==> config.mk <==
export PLATFORM = sky130hd
export DESIGN_NAME = frame_merger
export DESIGN_NICKNAME = d
export VERILOG_FILES = /design/src/merge_pkg.sv /design/src/frame_merger.sv /design/src/fifo_storage.sv /design/src/rr_arbiter.sv /design/src/input_stage.sv /design/src/fifo_ptr_counter.sv /design/src/frame_ctrl.sv
export SDC_FILE = /design/constraint.sdc
export NUM_CORES = 1
export LEC_CHECK = 0
export ABC_AREA = 1
export ABC_CLOCK_PERIOD_IN_PS = 5950
export BUFFER_PORTS_ARGS = -buffer_cell sky130_fd_sc_hd__buf_2
export CORE_UTILIZATION = 50
export DETAILED_ROUTE_END_ITERATION = 16
export HOLD_SLACK_MARGIN = 0.06
export PLACE_DENSITY_LB_ADDON = 0.15
export SLEW_MARGIN = 20
export SYNTH_ARGS = -nofsm -noshare
export SYNTH_HDL_FRONTEND = slang
export SYNTH_SLANG_ARGS = --single-unit
==> constraint.sdc <==
create_clock -name clk -period 5.95 [get_ports clk]
set_input_delay 0.595 -clock clk [delete_from_list [all_inputs] [get_ports clk]]
set_output_delay 0.595 -clock clk [all_outputs]
set_load 0.02 [all_outputs]
==> src/merge_pkg.sv <==
// sizes, frame controller state enum and packed beat, fifo entry and frame config types
`default_nettype none

package merge_pkg;

  // --------------------
  // sizes
  localparam int DATA_WIDTH = 8;                   // bits per data beat
  localparam int FIFO_DEPTH = 4;                   // merged fifo entries
  localparam int PTR_WIDTH  = $clog2(FIFO_DEPTH);  // fifo address bits
  localparam int NUM_INPUTS = 2;                   // merged input streams
  localparam int SRC_WIDTH  = $clog2(NUM_INPUTS);  // bits of a source id

  // --------------------
  // frame controller states
  typedef enum logic [1:0] {
    ST_IDLE  = 2'd0,  // waiting for proc_req
    ST_START = 2'd1,  // one cycle of per-frame clearing
    ST_RUN   = 2'd2,  // beats flow until the final one leaves
    ST_ACK   = 2'd3   // proc_ack held until proc_req drops
  } ctrl_state_t;

  // --------------------
  // payload types
  typedef struct packed {
    logic [DATA_WIDTH-1:0] data;
    logic                  last;  // final beat of this stream in the frame
  } beat_t;

  typedef struct packed {
    logic [DATA_WIDTH-1:0] data;
    logic                  last;       // final beat of the whole merged frame
    logic [SRC_WIDTH-1:0]  source_id;  // input the beat came from
  } fifo_entry_t;

  typedef struct packed {
    logic in0_en;  // input 0 takes part
    logic in1_en;  // input 1 takes part
  } frame_cfg_t;

endpackage

`default_nettype wire
==> src/frame_merger.sv <==
// top level of the two input frame merger with its instances and connecting wires
`timescale 1ns/1ps
`default_nettype none

module frame_merger (
  input  wire                        clk,
  input  wire                        nreset,
  // --------------------
  // control
  input  wire                        proc_req,
  output logic                       proc_ack,
  input  wire merge_pkg::frame_cfg_t frame_cfg,
  // --------------------
  // input streams
  input  wire                        in0_valid,
  output logic                       in0_ready,
  input  wire merge_pkg::beat_t      in0_beat,
  input  wire                        in1_valid,
  output logic                       in1_ready,
  input  wire merge_pkg::beat_t      in1_beat,
  // --------------------
  // merged output
  output logic                       out_valid,
  input  wire                        out_ready,
  output merge_pkg::fifo_entry_t     out_entry
);

  import merge_pkg::*;

  logic                 start;        // frame start pulse
  frame_cfg_t           cfg;          // enables latched for the frame
  logic                 hold_valid0;
  logic                 hold_valid1;
  beat_t                hold_beat0;
  beat_t                hold_beat1;
  logic                 done0;
  logic                 done1;
  logic                 take0;
  logic                 take1;
  logic                 we;           // arbiter to fifo write
  fifo_entry_t          wr_entry;
  logic [PTR_WIDTH-1:0] wr_addr;
  logic [PTR_WIDTH-1:0] rd_addr;
  logic                 full;

  frame_ctrl frame_ctrl_i (
    .clk       (clk),
    .nreset    (nreset),
    .proc_req  (proc_req),
    .frame_cfg (frame_cfg),
    .out_valid (out_valid),
    .out_ready (out_ready),
    .out_last  (out_entry.last),
    .start     (start),
    .cfg       (cfg),
    .proc_ack  (proc_ack)
  );

  input_stage in0_stage (
    .clk        (clk),
    .nreset     (nreset),
    .start      (start),
    .en         (cfg.in0_en),
    .valid      (in0_valid),
    .beat       (in0_beat),
    .take       (take0),
    .ready      (in0_ready),
    .hold_valid (hold_valid0),
    .hold_beat  (hold_beat0),
    .done       (done0)
  );

  input_stage in1_stage (
    .clk        (clk),
    .nreset     (nreset),
    .start      (start),
    .en         (cfg.in1_en),
    .valid      (in1_valid),
    .beat       (in1_beat),
    .take       (take1),
    .ready      (in1_ready),
    .hold_valid (hold_valid1),
    .hold_beat  (hold_beat1),
    .done       (done1)
  );

  rr_arbiter rr_arbiter_i (
    .clk         (clk),
    .nreset      (nreset),
    .start       (start),
    .cfg         (cfg),
    .full        (full),
    .hold_valid0 (hold_valid0),
    .hold_beat0  (hold_beat0),
    .done0       (done0),
    .hold_valid1 (hold_valid1),
    .hold_beat1  (hold_beat1),
    .done1       (done1),
    .take0       (take0),
    .take1       (take1),
    .we          (we),
    .wr_entry    (wr_entry)
  );

  fifo_ptr_counter fifo_ptr_counter_i (
    .clk       (clk),
    .nreset    (nreset),
    .start     (start),
    .we        (we),
    .out_ready (out_ready),
    .wr_addr   (wr_addr),
    .rd_addr   (rd_addr),
    .full      (full),
    .out_valid (out_valid)
  );

  fifo_storage fifo_storage_i (
    .clk      (clk),
    .nreset   (nreset),
    .we       (we),
    .wr_addr  (wr_addr),
    .wr_entry (wr_entry),
    .rd_addr  (rd_addr),
    .rd_entry (out_entry)
  );

endmodule

`default_nettype wire

==> src/fifo_storage.sv <==
// fifo entry array with write port at wr_addr and combinational read at rd_addr
`timescale 1ns/1ps
`default_nettype none

module fifo_storage (
  input  wire                             clk,
  input  wire                             nreset,
  input  wire                             we,
  input  wire [merge_pkg::PTR_WIDTH-1:0]  wr_addr,
  input  wire merge_pkg::fifo_entry_t     wr_entry,
  input  wire [merge_pkg::PTR_WIDTH-1:0]  rd_addr,
  output merge_pkg::fifo_entry_t          rd_entry
);

  import merge_pkg::*;

  fifo_entry_t mem [FIFO_DEPTH];  // entry array

  always_ff @(posedge clk or negedge nreset)
  begin
    if (!nreset)
    begin
      for (int i = 0; i < FIFO_DEPTH; i++)
        mem[i] <= '0;
    end
    else if (we)
      mem[wr_addr] <= wr_entry;  // visible at the read port next cycle
  end

  // head of the fifo straight to the output
  assign rd_entry = mem[rd_addr];

endmodule

`default_nettype wire

==> src/rr_arbiter.sv <==
// round robin choice between the two held beats, merged last flag and fifo write
`timescale 1ns/1ps
`default_nettype none

module rr_arbiter (
  input  wire                        clk,
  input  wire                        nreset,
  input  wire                        start,        // frame start, input 0 wins first
  input  wire merge_pkg::frame_cfg_t cfg,
  input  wire                        full,         // fifo cannot take a write
  input  wire                        hold_valid0,
  input  wire merge_pkg::beat_t      hold_beat0,
  input  wire                        done0,
  input  wire                        hold_valid1,
  input  wire merge_pkg::beat_t      hold_beat1,
  input  wire                        done1,
  output logic                       take0,
  output logic                       take1,
  output logic                       we,
  output merge_pkg::fifo_entry_t     wr_entry
);

  import merge_pkg::*;

  logic [SRC_WIDTH-1:0] last_src;    // source granted most recently
  logic [SRC_WIDTH-1:0] grant_src;   // source granted this cycle
  logic                 prefer0;     // input 0 has priority this cycle
  logic                 drained0;    // input 0 has nothing left after this cycle
  logic                 drained1;
  logic                 frame_last;  // written beat closes the merged frame

  // --------------------
  // grant
  assign prefer0 = (last_src == SRC_WIDTH'(1));
  assign take0   = !full && hold_valid0 && (prefer0 || !hold_valid1);
  assign take1   = !full && hold_valid1 && (!prefer0 || !hold_valid0);
  assign we      = take0 || take1;

  assign grant_src = take0 ? SRC_WIDTH'(0) : SRC_WIDTH'(1);

  always_ff @(posedge clk or negedge nreset)
  begin
    if (!nreset)
      last_src <= SRC_WIDTH'(1);
    else if (start)
      last_src <= SRC_WIDTH'(1);
    else if (we)
      last_src <= grant_src;
  end

  // --------------------
  // merged last
  // disabled inputs count as drained
  assign drained0   = !cfg.in0_en || (done0 && (!hold_valid0 || take0));
  assign drained1   = !cfg.in1_en || (done1 && (!hold_valid1 || take1));
  assign frame_last = drained0 && drained1;

  always_comb
  begin
    wr_entry.data      = take0 ? hold_beat0.data : hold_beat1.data;
    wr_entry.last      = frame_last;  // per-stream last flags never pass through
    wr_entry.source_id = grant_src;
  end

endmodule

`default_nettype wire

==> src/input_stage.sv <==
// one input stream stage with holding register, ready logic and end of stream flag
`timescale 1ns/1ps
`default_nettype none

module input_stage (
  input  wire                   clk,
  input  wire                   nreset,
  input  wire                   start,       // frame start
  input  wire                   en,          // stream takes part in this frame
  input  wire                   valid,
  input  wire merge_pkg::beat_t beat,
  input  wire                   take,        // arbiter moves the held beat out
  output logic                  ready,
  output logic                  hold_valid,  // holding register occupied
  output merge_pkg::beat_t      hold_beat,
  output logic                  done         // last beat already accepted
);

  logic accept;  // input transfer this cycle

  // a take frees the register in the same cycle so streaming has no bubble
  assign ready  = en && !start && !done && (!hold_valid || take);
  assign accept = valid && ready;

  // --------------------
  // control flags
  always_ff @(posedge clk or negedge nreset)
  begin
    if (!nreset)
    begin
      hold_valid <= 1'b0;
      done       <= 1'b0;
    end
    else if (start)
    begin
      hold_valid <= 1'b0;
      done       <= 1'b0;
    end
    else
    begin
      if (accept)
        hold_valid <= 1'b1;  // refill wins over take
      else if (take)
        hold_valid <= 1'b0;
      if (accept && beat.last)
        done <= 1'b1;        // blocks the stream until next frame
    end
  end

  // payload
  always_ff @(posedge clk)
  begin
    if (accept)
      hold_beat <= beat;
  end

endmodule

`default_nettype wire

==> src/fifo_ptr_counter.sv <==
// fifo write and read pointers with wrap bit, fill level, full and output valid
`timescale 1ns/1ps
`default_nettype none

module fifo_ptr_counter (
  input  wire                            clk,
  input  wire                            nreset,
  input  wire                            start,      // frame start empties the fifo
  input  wire                            we,         // arbiter writes one entry
  input  wire                            out_ready,
  output logic [merge_pkg::PTR_WIDTH-1:0] wr_addr,
  output logic [merge_pkg::PTR_WIDTH-1:0] rd_addr,
  output logic                            full,
  output logic                            out_valid
);

  import merge_pkg::*;

  logic [PTR_WIDTH:0] wr_ptr;  // msb is the wrap bit
  logic [PTR_WIDTH:0] rd_ptr;
  logic [PTR_WIDTH:0] level;   // occupied entries 0 to FIFO_DEPTH
  logic               empty;
  logic               rd;      // head entry leaves this cycle

  assign rd = out_valid && out_ready;

  // --------------------
  // pointers
  always_ff @(posedge clk or negedge nreset)
  begin
    if (!nreset)
    begin
      wr_ptr <= '0;
      rd_ptr <= '0;
    end
    else if (start)
    begin
      wr_ptr <= '0;
      rd_ptr <= '0;
    end
    else
    begin
      if (we)
        wr_ptr <= wr_ptr + (PTR_WIDTH+1)'(1);  // power of two depth wraps on its own
      if (rd)
        rd_ptr <= rd_ptr + (PTR_WIDTH+1)'(1);
    end
  end

  // --------------------
  // level and flags
  assign level = wr_ptr - rd_ptr;
  assign full  = (level == (PTR_WIDTH+1)'(FIFO_DEPTH));
  assign empty = (level == '0);

  assign out_valid = !empty;
  assign wr_addr   = wr_ptr[PTR_WIDTH-1:0];
  assign rd_addr   = rd_ptr[PTR_WIDTH-1:0];

endmodule

`default_nettype wire

==> src/frame_ctrl.sv <==
// frame control fsm for request, start, run and acknowledge, with the frame config register
`timescale 1ns/1ps
`default_nettype none

module frame_ctrl (
  input  wire                        clk,
  input  wire                        nreset,
  input  wire                        proc_req,   // frame request
  input  wire merge_pkg::frame_cfg_t frame_cfg,  // enables offered with the request
  input  wire                        out_valid,
  input  wire                        out_ready,
  input  wire                        out_last,   // last flag of the entry at the fifo head
  output logic                       start,      // one cycle pulse that clears the datapath
  output merge_pkg::frame_cfg_t      cfg,        // enables held for the whole frame
  output logic                       proc_ack
);

  import merge_pkg::*;

  ctrl_state_t state;
  ctrl_state_t state_nxt;
  logic        frame_end;  // merged final beat leaves this cycle
  logic        no_inputs;  // empty frame completes without any beat

  assign frame_end = out_valid && out_ready && out_last;
  assign no_inputs = !cfg.in0_en && !cfg.in1_en;

  // --------------------
  // next state
  always_comb
  begin
    state_nxt = state;
    case (state)
      ST_IDLE:
        if (proc_req)
          state_nxt = ST_START;
      ST_START:
        state_nxt = ST_RUN;  // always a single cycle
      ST_RUN:
        if (frame_end || no_inputs)
          state_nxt = ST_ACK;
      ST_ACK:
        if (!proc_req)
          state_nxt = ST_IDLE;  // ack falls one cycle after req
      default:
        state_nxt = ST_IDLE;
    endcase
  end

  // --------------------
  // state and config registers
  always_ff @(posedge clk or negedge nreset)
  begin
    if (!nreset)
    begin
      state <= ST_IDLE;
      cfg   <= '0;
    end
    else
    begin
      state <= state_nxt;
      if (state == ST_IDLE && proc_req)
        cfg <= frame_cfg;  // taken in the first request cycle only
    end
  end

  assign start    = (state == ST_START);
  assign proc_ack = (state == ST_ACK);

endmodule

`default_nettype wire

==> metrics.md <==
| Metric | Value |
|---|---|
| Overflow after GRT | 0 |
| Adder-cell share of the synthesized area | 0.04286 |
| Pwr Density | roughly 600 nW/µm² |
| First-pass GRT wire length | 11,810 µm |
| Clk pin slew, worst setup/hold paths | 0.07 ns |
| Number of global-route vias before repair | 2,526 |
| ANT cells | 0 |
| Number of detailed-route iterations in the first pass | 4 |
| All-Layer GR Usage | 0.2104 |
| Tot Pwr | between 2 and 2.5 mW |
| Mean area per synthesized cell | around 8.9 µm² |
| Crit path kind | register to output pin |
| DRC Markers | 0 |
| Slowest stage cell, crit path | dfrtp_1 |
| WP data arrival | between 2 and 3 ns |
| Final antenna-violating net count | 0 |
| Worst-Skew Late Latency | about 0.34 ns |
| Layout fillers | ~620 |
| IR drop worst, VDD | 0.0002816 V |
| Synthesis-stage register bit count | just over 70 |
| Fin crit share | 0.5256 |
| CP dominant cell by count | nand2_1 |
| Fmax | 319.7 MHz |
| Hold Path Class | primary input to async pin |
| Worst setup margin | 2.823 ns |
| DR vias | 2,590 |
| Post-Synthesis Cells | 394 |
| Die width | 85.71 µm |
| Top cell type's share of synthesized area | 0.3857 |
| CP Capture Type | output pin |
| Reg-to-Reg Start | fifo_ptr_counter_i.rd_ptr[1] |
| Reg2Reg Setup Slack | 3.33 ns |
| Hold Vio Cnt, Final | 0 |
| CTS resizes | 0 |
| Measured slew at the worst slew-check pin | 0.7108 ns |
| Register area share after synthesis | 0.5304 |
| CP max stage delay | 0.56 ns |
| IO Count | 40 |
| Row cnt | 30 |
| H-tree Lvls | 3 |
| Die footprint | 7345 µm² |
| Antenna violations before repair | 0 |
| DR vias/cell | ~5 |
| Synth Area in Compound Gates | 0.08286 |
| Post-synth top area cell | dfrtp_1 |
| RSZ-0062 raised after global routing | false |
| Max Clock Skew | around 0.0095 ns |
| Crit-path cells | inv_1, ha_1, nand2_1, nand2_1, nand3_1, nand3_4, nand2_2, nand2_4, and2_1, buf_2 |
| Mapped cell area | 3503 µm² |
| Yosys warns | 0 |
| Setup violators final | 0 |
| Simple-Gate Fraction of Synth Area | 0.2775 |
| Share of cells above drive strength 1 | 0.2151 |
| Worst slack, placed | approximately 3.2 ns |
| Worst endpoint required time | 5.36 ns |
| Mux share of post-synthesis cell area | 0.002857 |
| Max cap viols | 0 |
| TritonCTS Buffers | 9 |
| Core ar. | about 6800 µm² |
| Post-Synth XOR/XNOR Area | 0 |
| Final hold slack | between 0.3 and 0.4 ns |
| Pin count of the biggest net entering global routing | 56 |
| FF-to-FF path depth | 12 |
| CTS Hold Buffers Added | 0 |
| Combinational family with the most area after synthesis | simple AND/OR/NAND/NOR gates |
| Outcome | completed |
| Setup TNS | 0 ns |
| Crit-path max FO | 12 |
| CTS tree | yes |
| Die Height | roughly 86 µm |
| RD Place Congestion | 0.7913 |
| Post-Route WL | 6875 µm |
| FF-to-FF End | fifo_storage_i.mem[6] |
| Top post-synthesis cells by area | dfrtp_1 (39%), nand2_1 (16%), edfxtp_1 (14%), ha_1 (4.3%), nand2_4 (3.5%) |
| Drt wl/cell | 12.90 µm |
| Minimum clock period | 3.127 ns |
| Multi-input logic area | roughly 1400 µm² |
| Post-DP HPWL | 4762 µm |
| DRT iter0 DRCs | 148 |
| Clk buf depth | 2 |
| Critical Path Start Type | register |
| Net count after synthesis | ~430 |
| P&R area growth vs syn | 11.79% |
| Postcts setup bufs | 0 |
| Lkg Pwr | 2.092 nW |
| IO buf count | 39 |
| Starting density of the core | 0.5157 |
| Final cell count without fillers | ~530 |
| Slew margin rel. | 0.5261 |
| Cells after DPL | 517 |
| Synth cell types | 32 |
| CTS Sinks | 71 |
| Nets@finish | 470 |
| FF/Latch Area | 1858 µm² |
| CTS root buf | clkbuf_8 |
| Final Max Slew Viols | 0 |
==> area by class of cell <==
cell class | instances | share of cell area
Sequential cell | 71 | 0.4744
Timing Repair Buffer | 40 | 0.05176
Clock buffer | 11 | 0.03610
Tap cell | 96 | 0.03067
Inverter | 30 | 0.02939
Multi-Input combinational cell | 280 | 0.3633
Clock inverter | 5 | 0.01438
==> registers in the layout, indices dropped and copies added (netlist names) <==
| register | flops |
|---|---|
| frame_ctrl_i.state | 2 |
| in0_stage.done | 1 |
| in1_stage.hold_valid | 1 |
| frame_ctrl_i.cfg | 2 |
| fifo_ptr_counter_i.rd_ptr | 3 |
| in1_stage.done | 1 |
| in0_stage.hold_valid | 1 |
| fifo_storage_i.mem | 40 |
| in1_stage.hold_beat | 8 |
| in0_stage.hold_beat | 8 |
| fifo_ptr_counter_i.wr_ptr | 3 |
| rr_arbiter_i.last_src | 1 |
==> how the worst max path moves through the flow <==
| stage | to | from |
|---|---|---|
| floorplan | in0_ready | fifo_ptr_counter_i.rd_ptr[1] |
| global placement | in0_ready | fifo_ptr_counter_i.rd_ptr[1] |
| detailed placement | in0_ready | fifo_ptr_counter_i.rd_ptr[1] |
| CTS | in0_ready | fifo_ptr_counter_i.rd_ptr[1] |
| global route | in0_ready | fifo_ptr_counter_i.rd_ptr[1] |
| finish | in0_ready | fifo_ptr_counter_i.rd_ptr[1] |
==> critical path, delay by kind of cell (launching register included) <==
kind	cells	cell delay [ns]
flops	1	0.56
simple gates	7	0.81
fa+ha+maj	1	0.39
buf+inv	2	0.43
==> report_power, final <==
part / switching, mW / total, mW / internal [mW]
Clock: 0.179 / 0.385 / 0.205
Sequential: 0.139 / 0.844 / 0.705
Combinational: 0.758 / 1.13 / 0.373
==> cells in the final DEF (no fill, tap or decap), types with 5 or more instances in the layout <==
| cell type | count |
|---|---|
| nand2_1 | 150 |
| dfrtp_1 | 54 |
| buf_2 | 39 |
| nor2_1 | 27 |
| inv_1 | 24 |
| o21ai_0 | 24 |
| edfxtp_1 | 16 |
| ha_1 | 12 |
| nand2_2 | 11 |
| nand2_4 | 11 |
| o22ai_1 | 10 |
| clkbuf_8 | 10 |
| nand3_1 | 8 |
| a21oi_1 | 8 |
| o21ai_2 | 5 |
| inv_2 | 5 |
==> per-layer routing <==
| metal | global-route usage | routed length (µm) | vias up |
|---|---|---|---|
| met5 | 0 | 0 | - |
| met1 | 0.2894 | 3420 | 1203 |
| li1 | - | - | 1328 |
| met4 | 0.08788 | 80 | 0 |
| met3 | 0.03850 | 241 | 8 |
| met2 | 0.3302 | 3132 | 51 |
==> cell families (layout without fill, tap and decap cells) <==
group                    Yosys count  in the layout
AO/OA/AOI/OAI                     50             50
adder cells (fa/ha/maj)           12             12
buffers and inverters             43             86
flip-flops                        71             71
multiplexers                       1              1
AND/OR/NAND/NOR                  217            217
==> synth_stat cells (all sizes together) <==
library cell and n:
nand2 172, and2 2, mux2i 1, nor2 28
a21oi 9, a211oi 1, clkbuf 5, o21a 1
ha 12, o22ai 10, dfrtp 54, inv 30
edfxtp 16, nand4 2, dfstp 1, buf 8
nor3 2, nand3 10, o21ai 29, or2 1
==> per-stage QoR <==
stage | cell area [µm²] | util
3_5_place_dp | 3719 | 0.5473
2_1_floorplan | 3503 | -
4_1_cts | 3916 | 0.5764
3_3_place_gp | 3719 | 0.5473
5_1_grt | 3916 | 0.5764
6_report | 3916 | 0.5764
No activity file was read; power rests on OpenSTA's default activity.
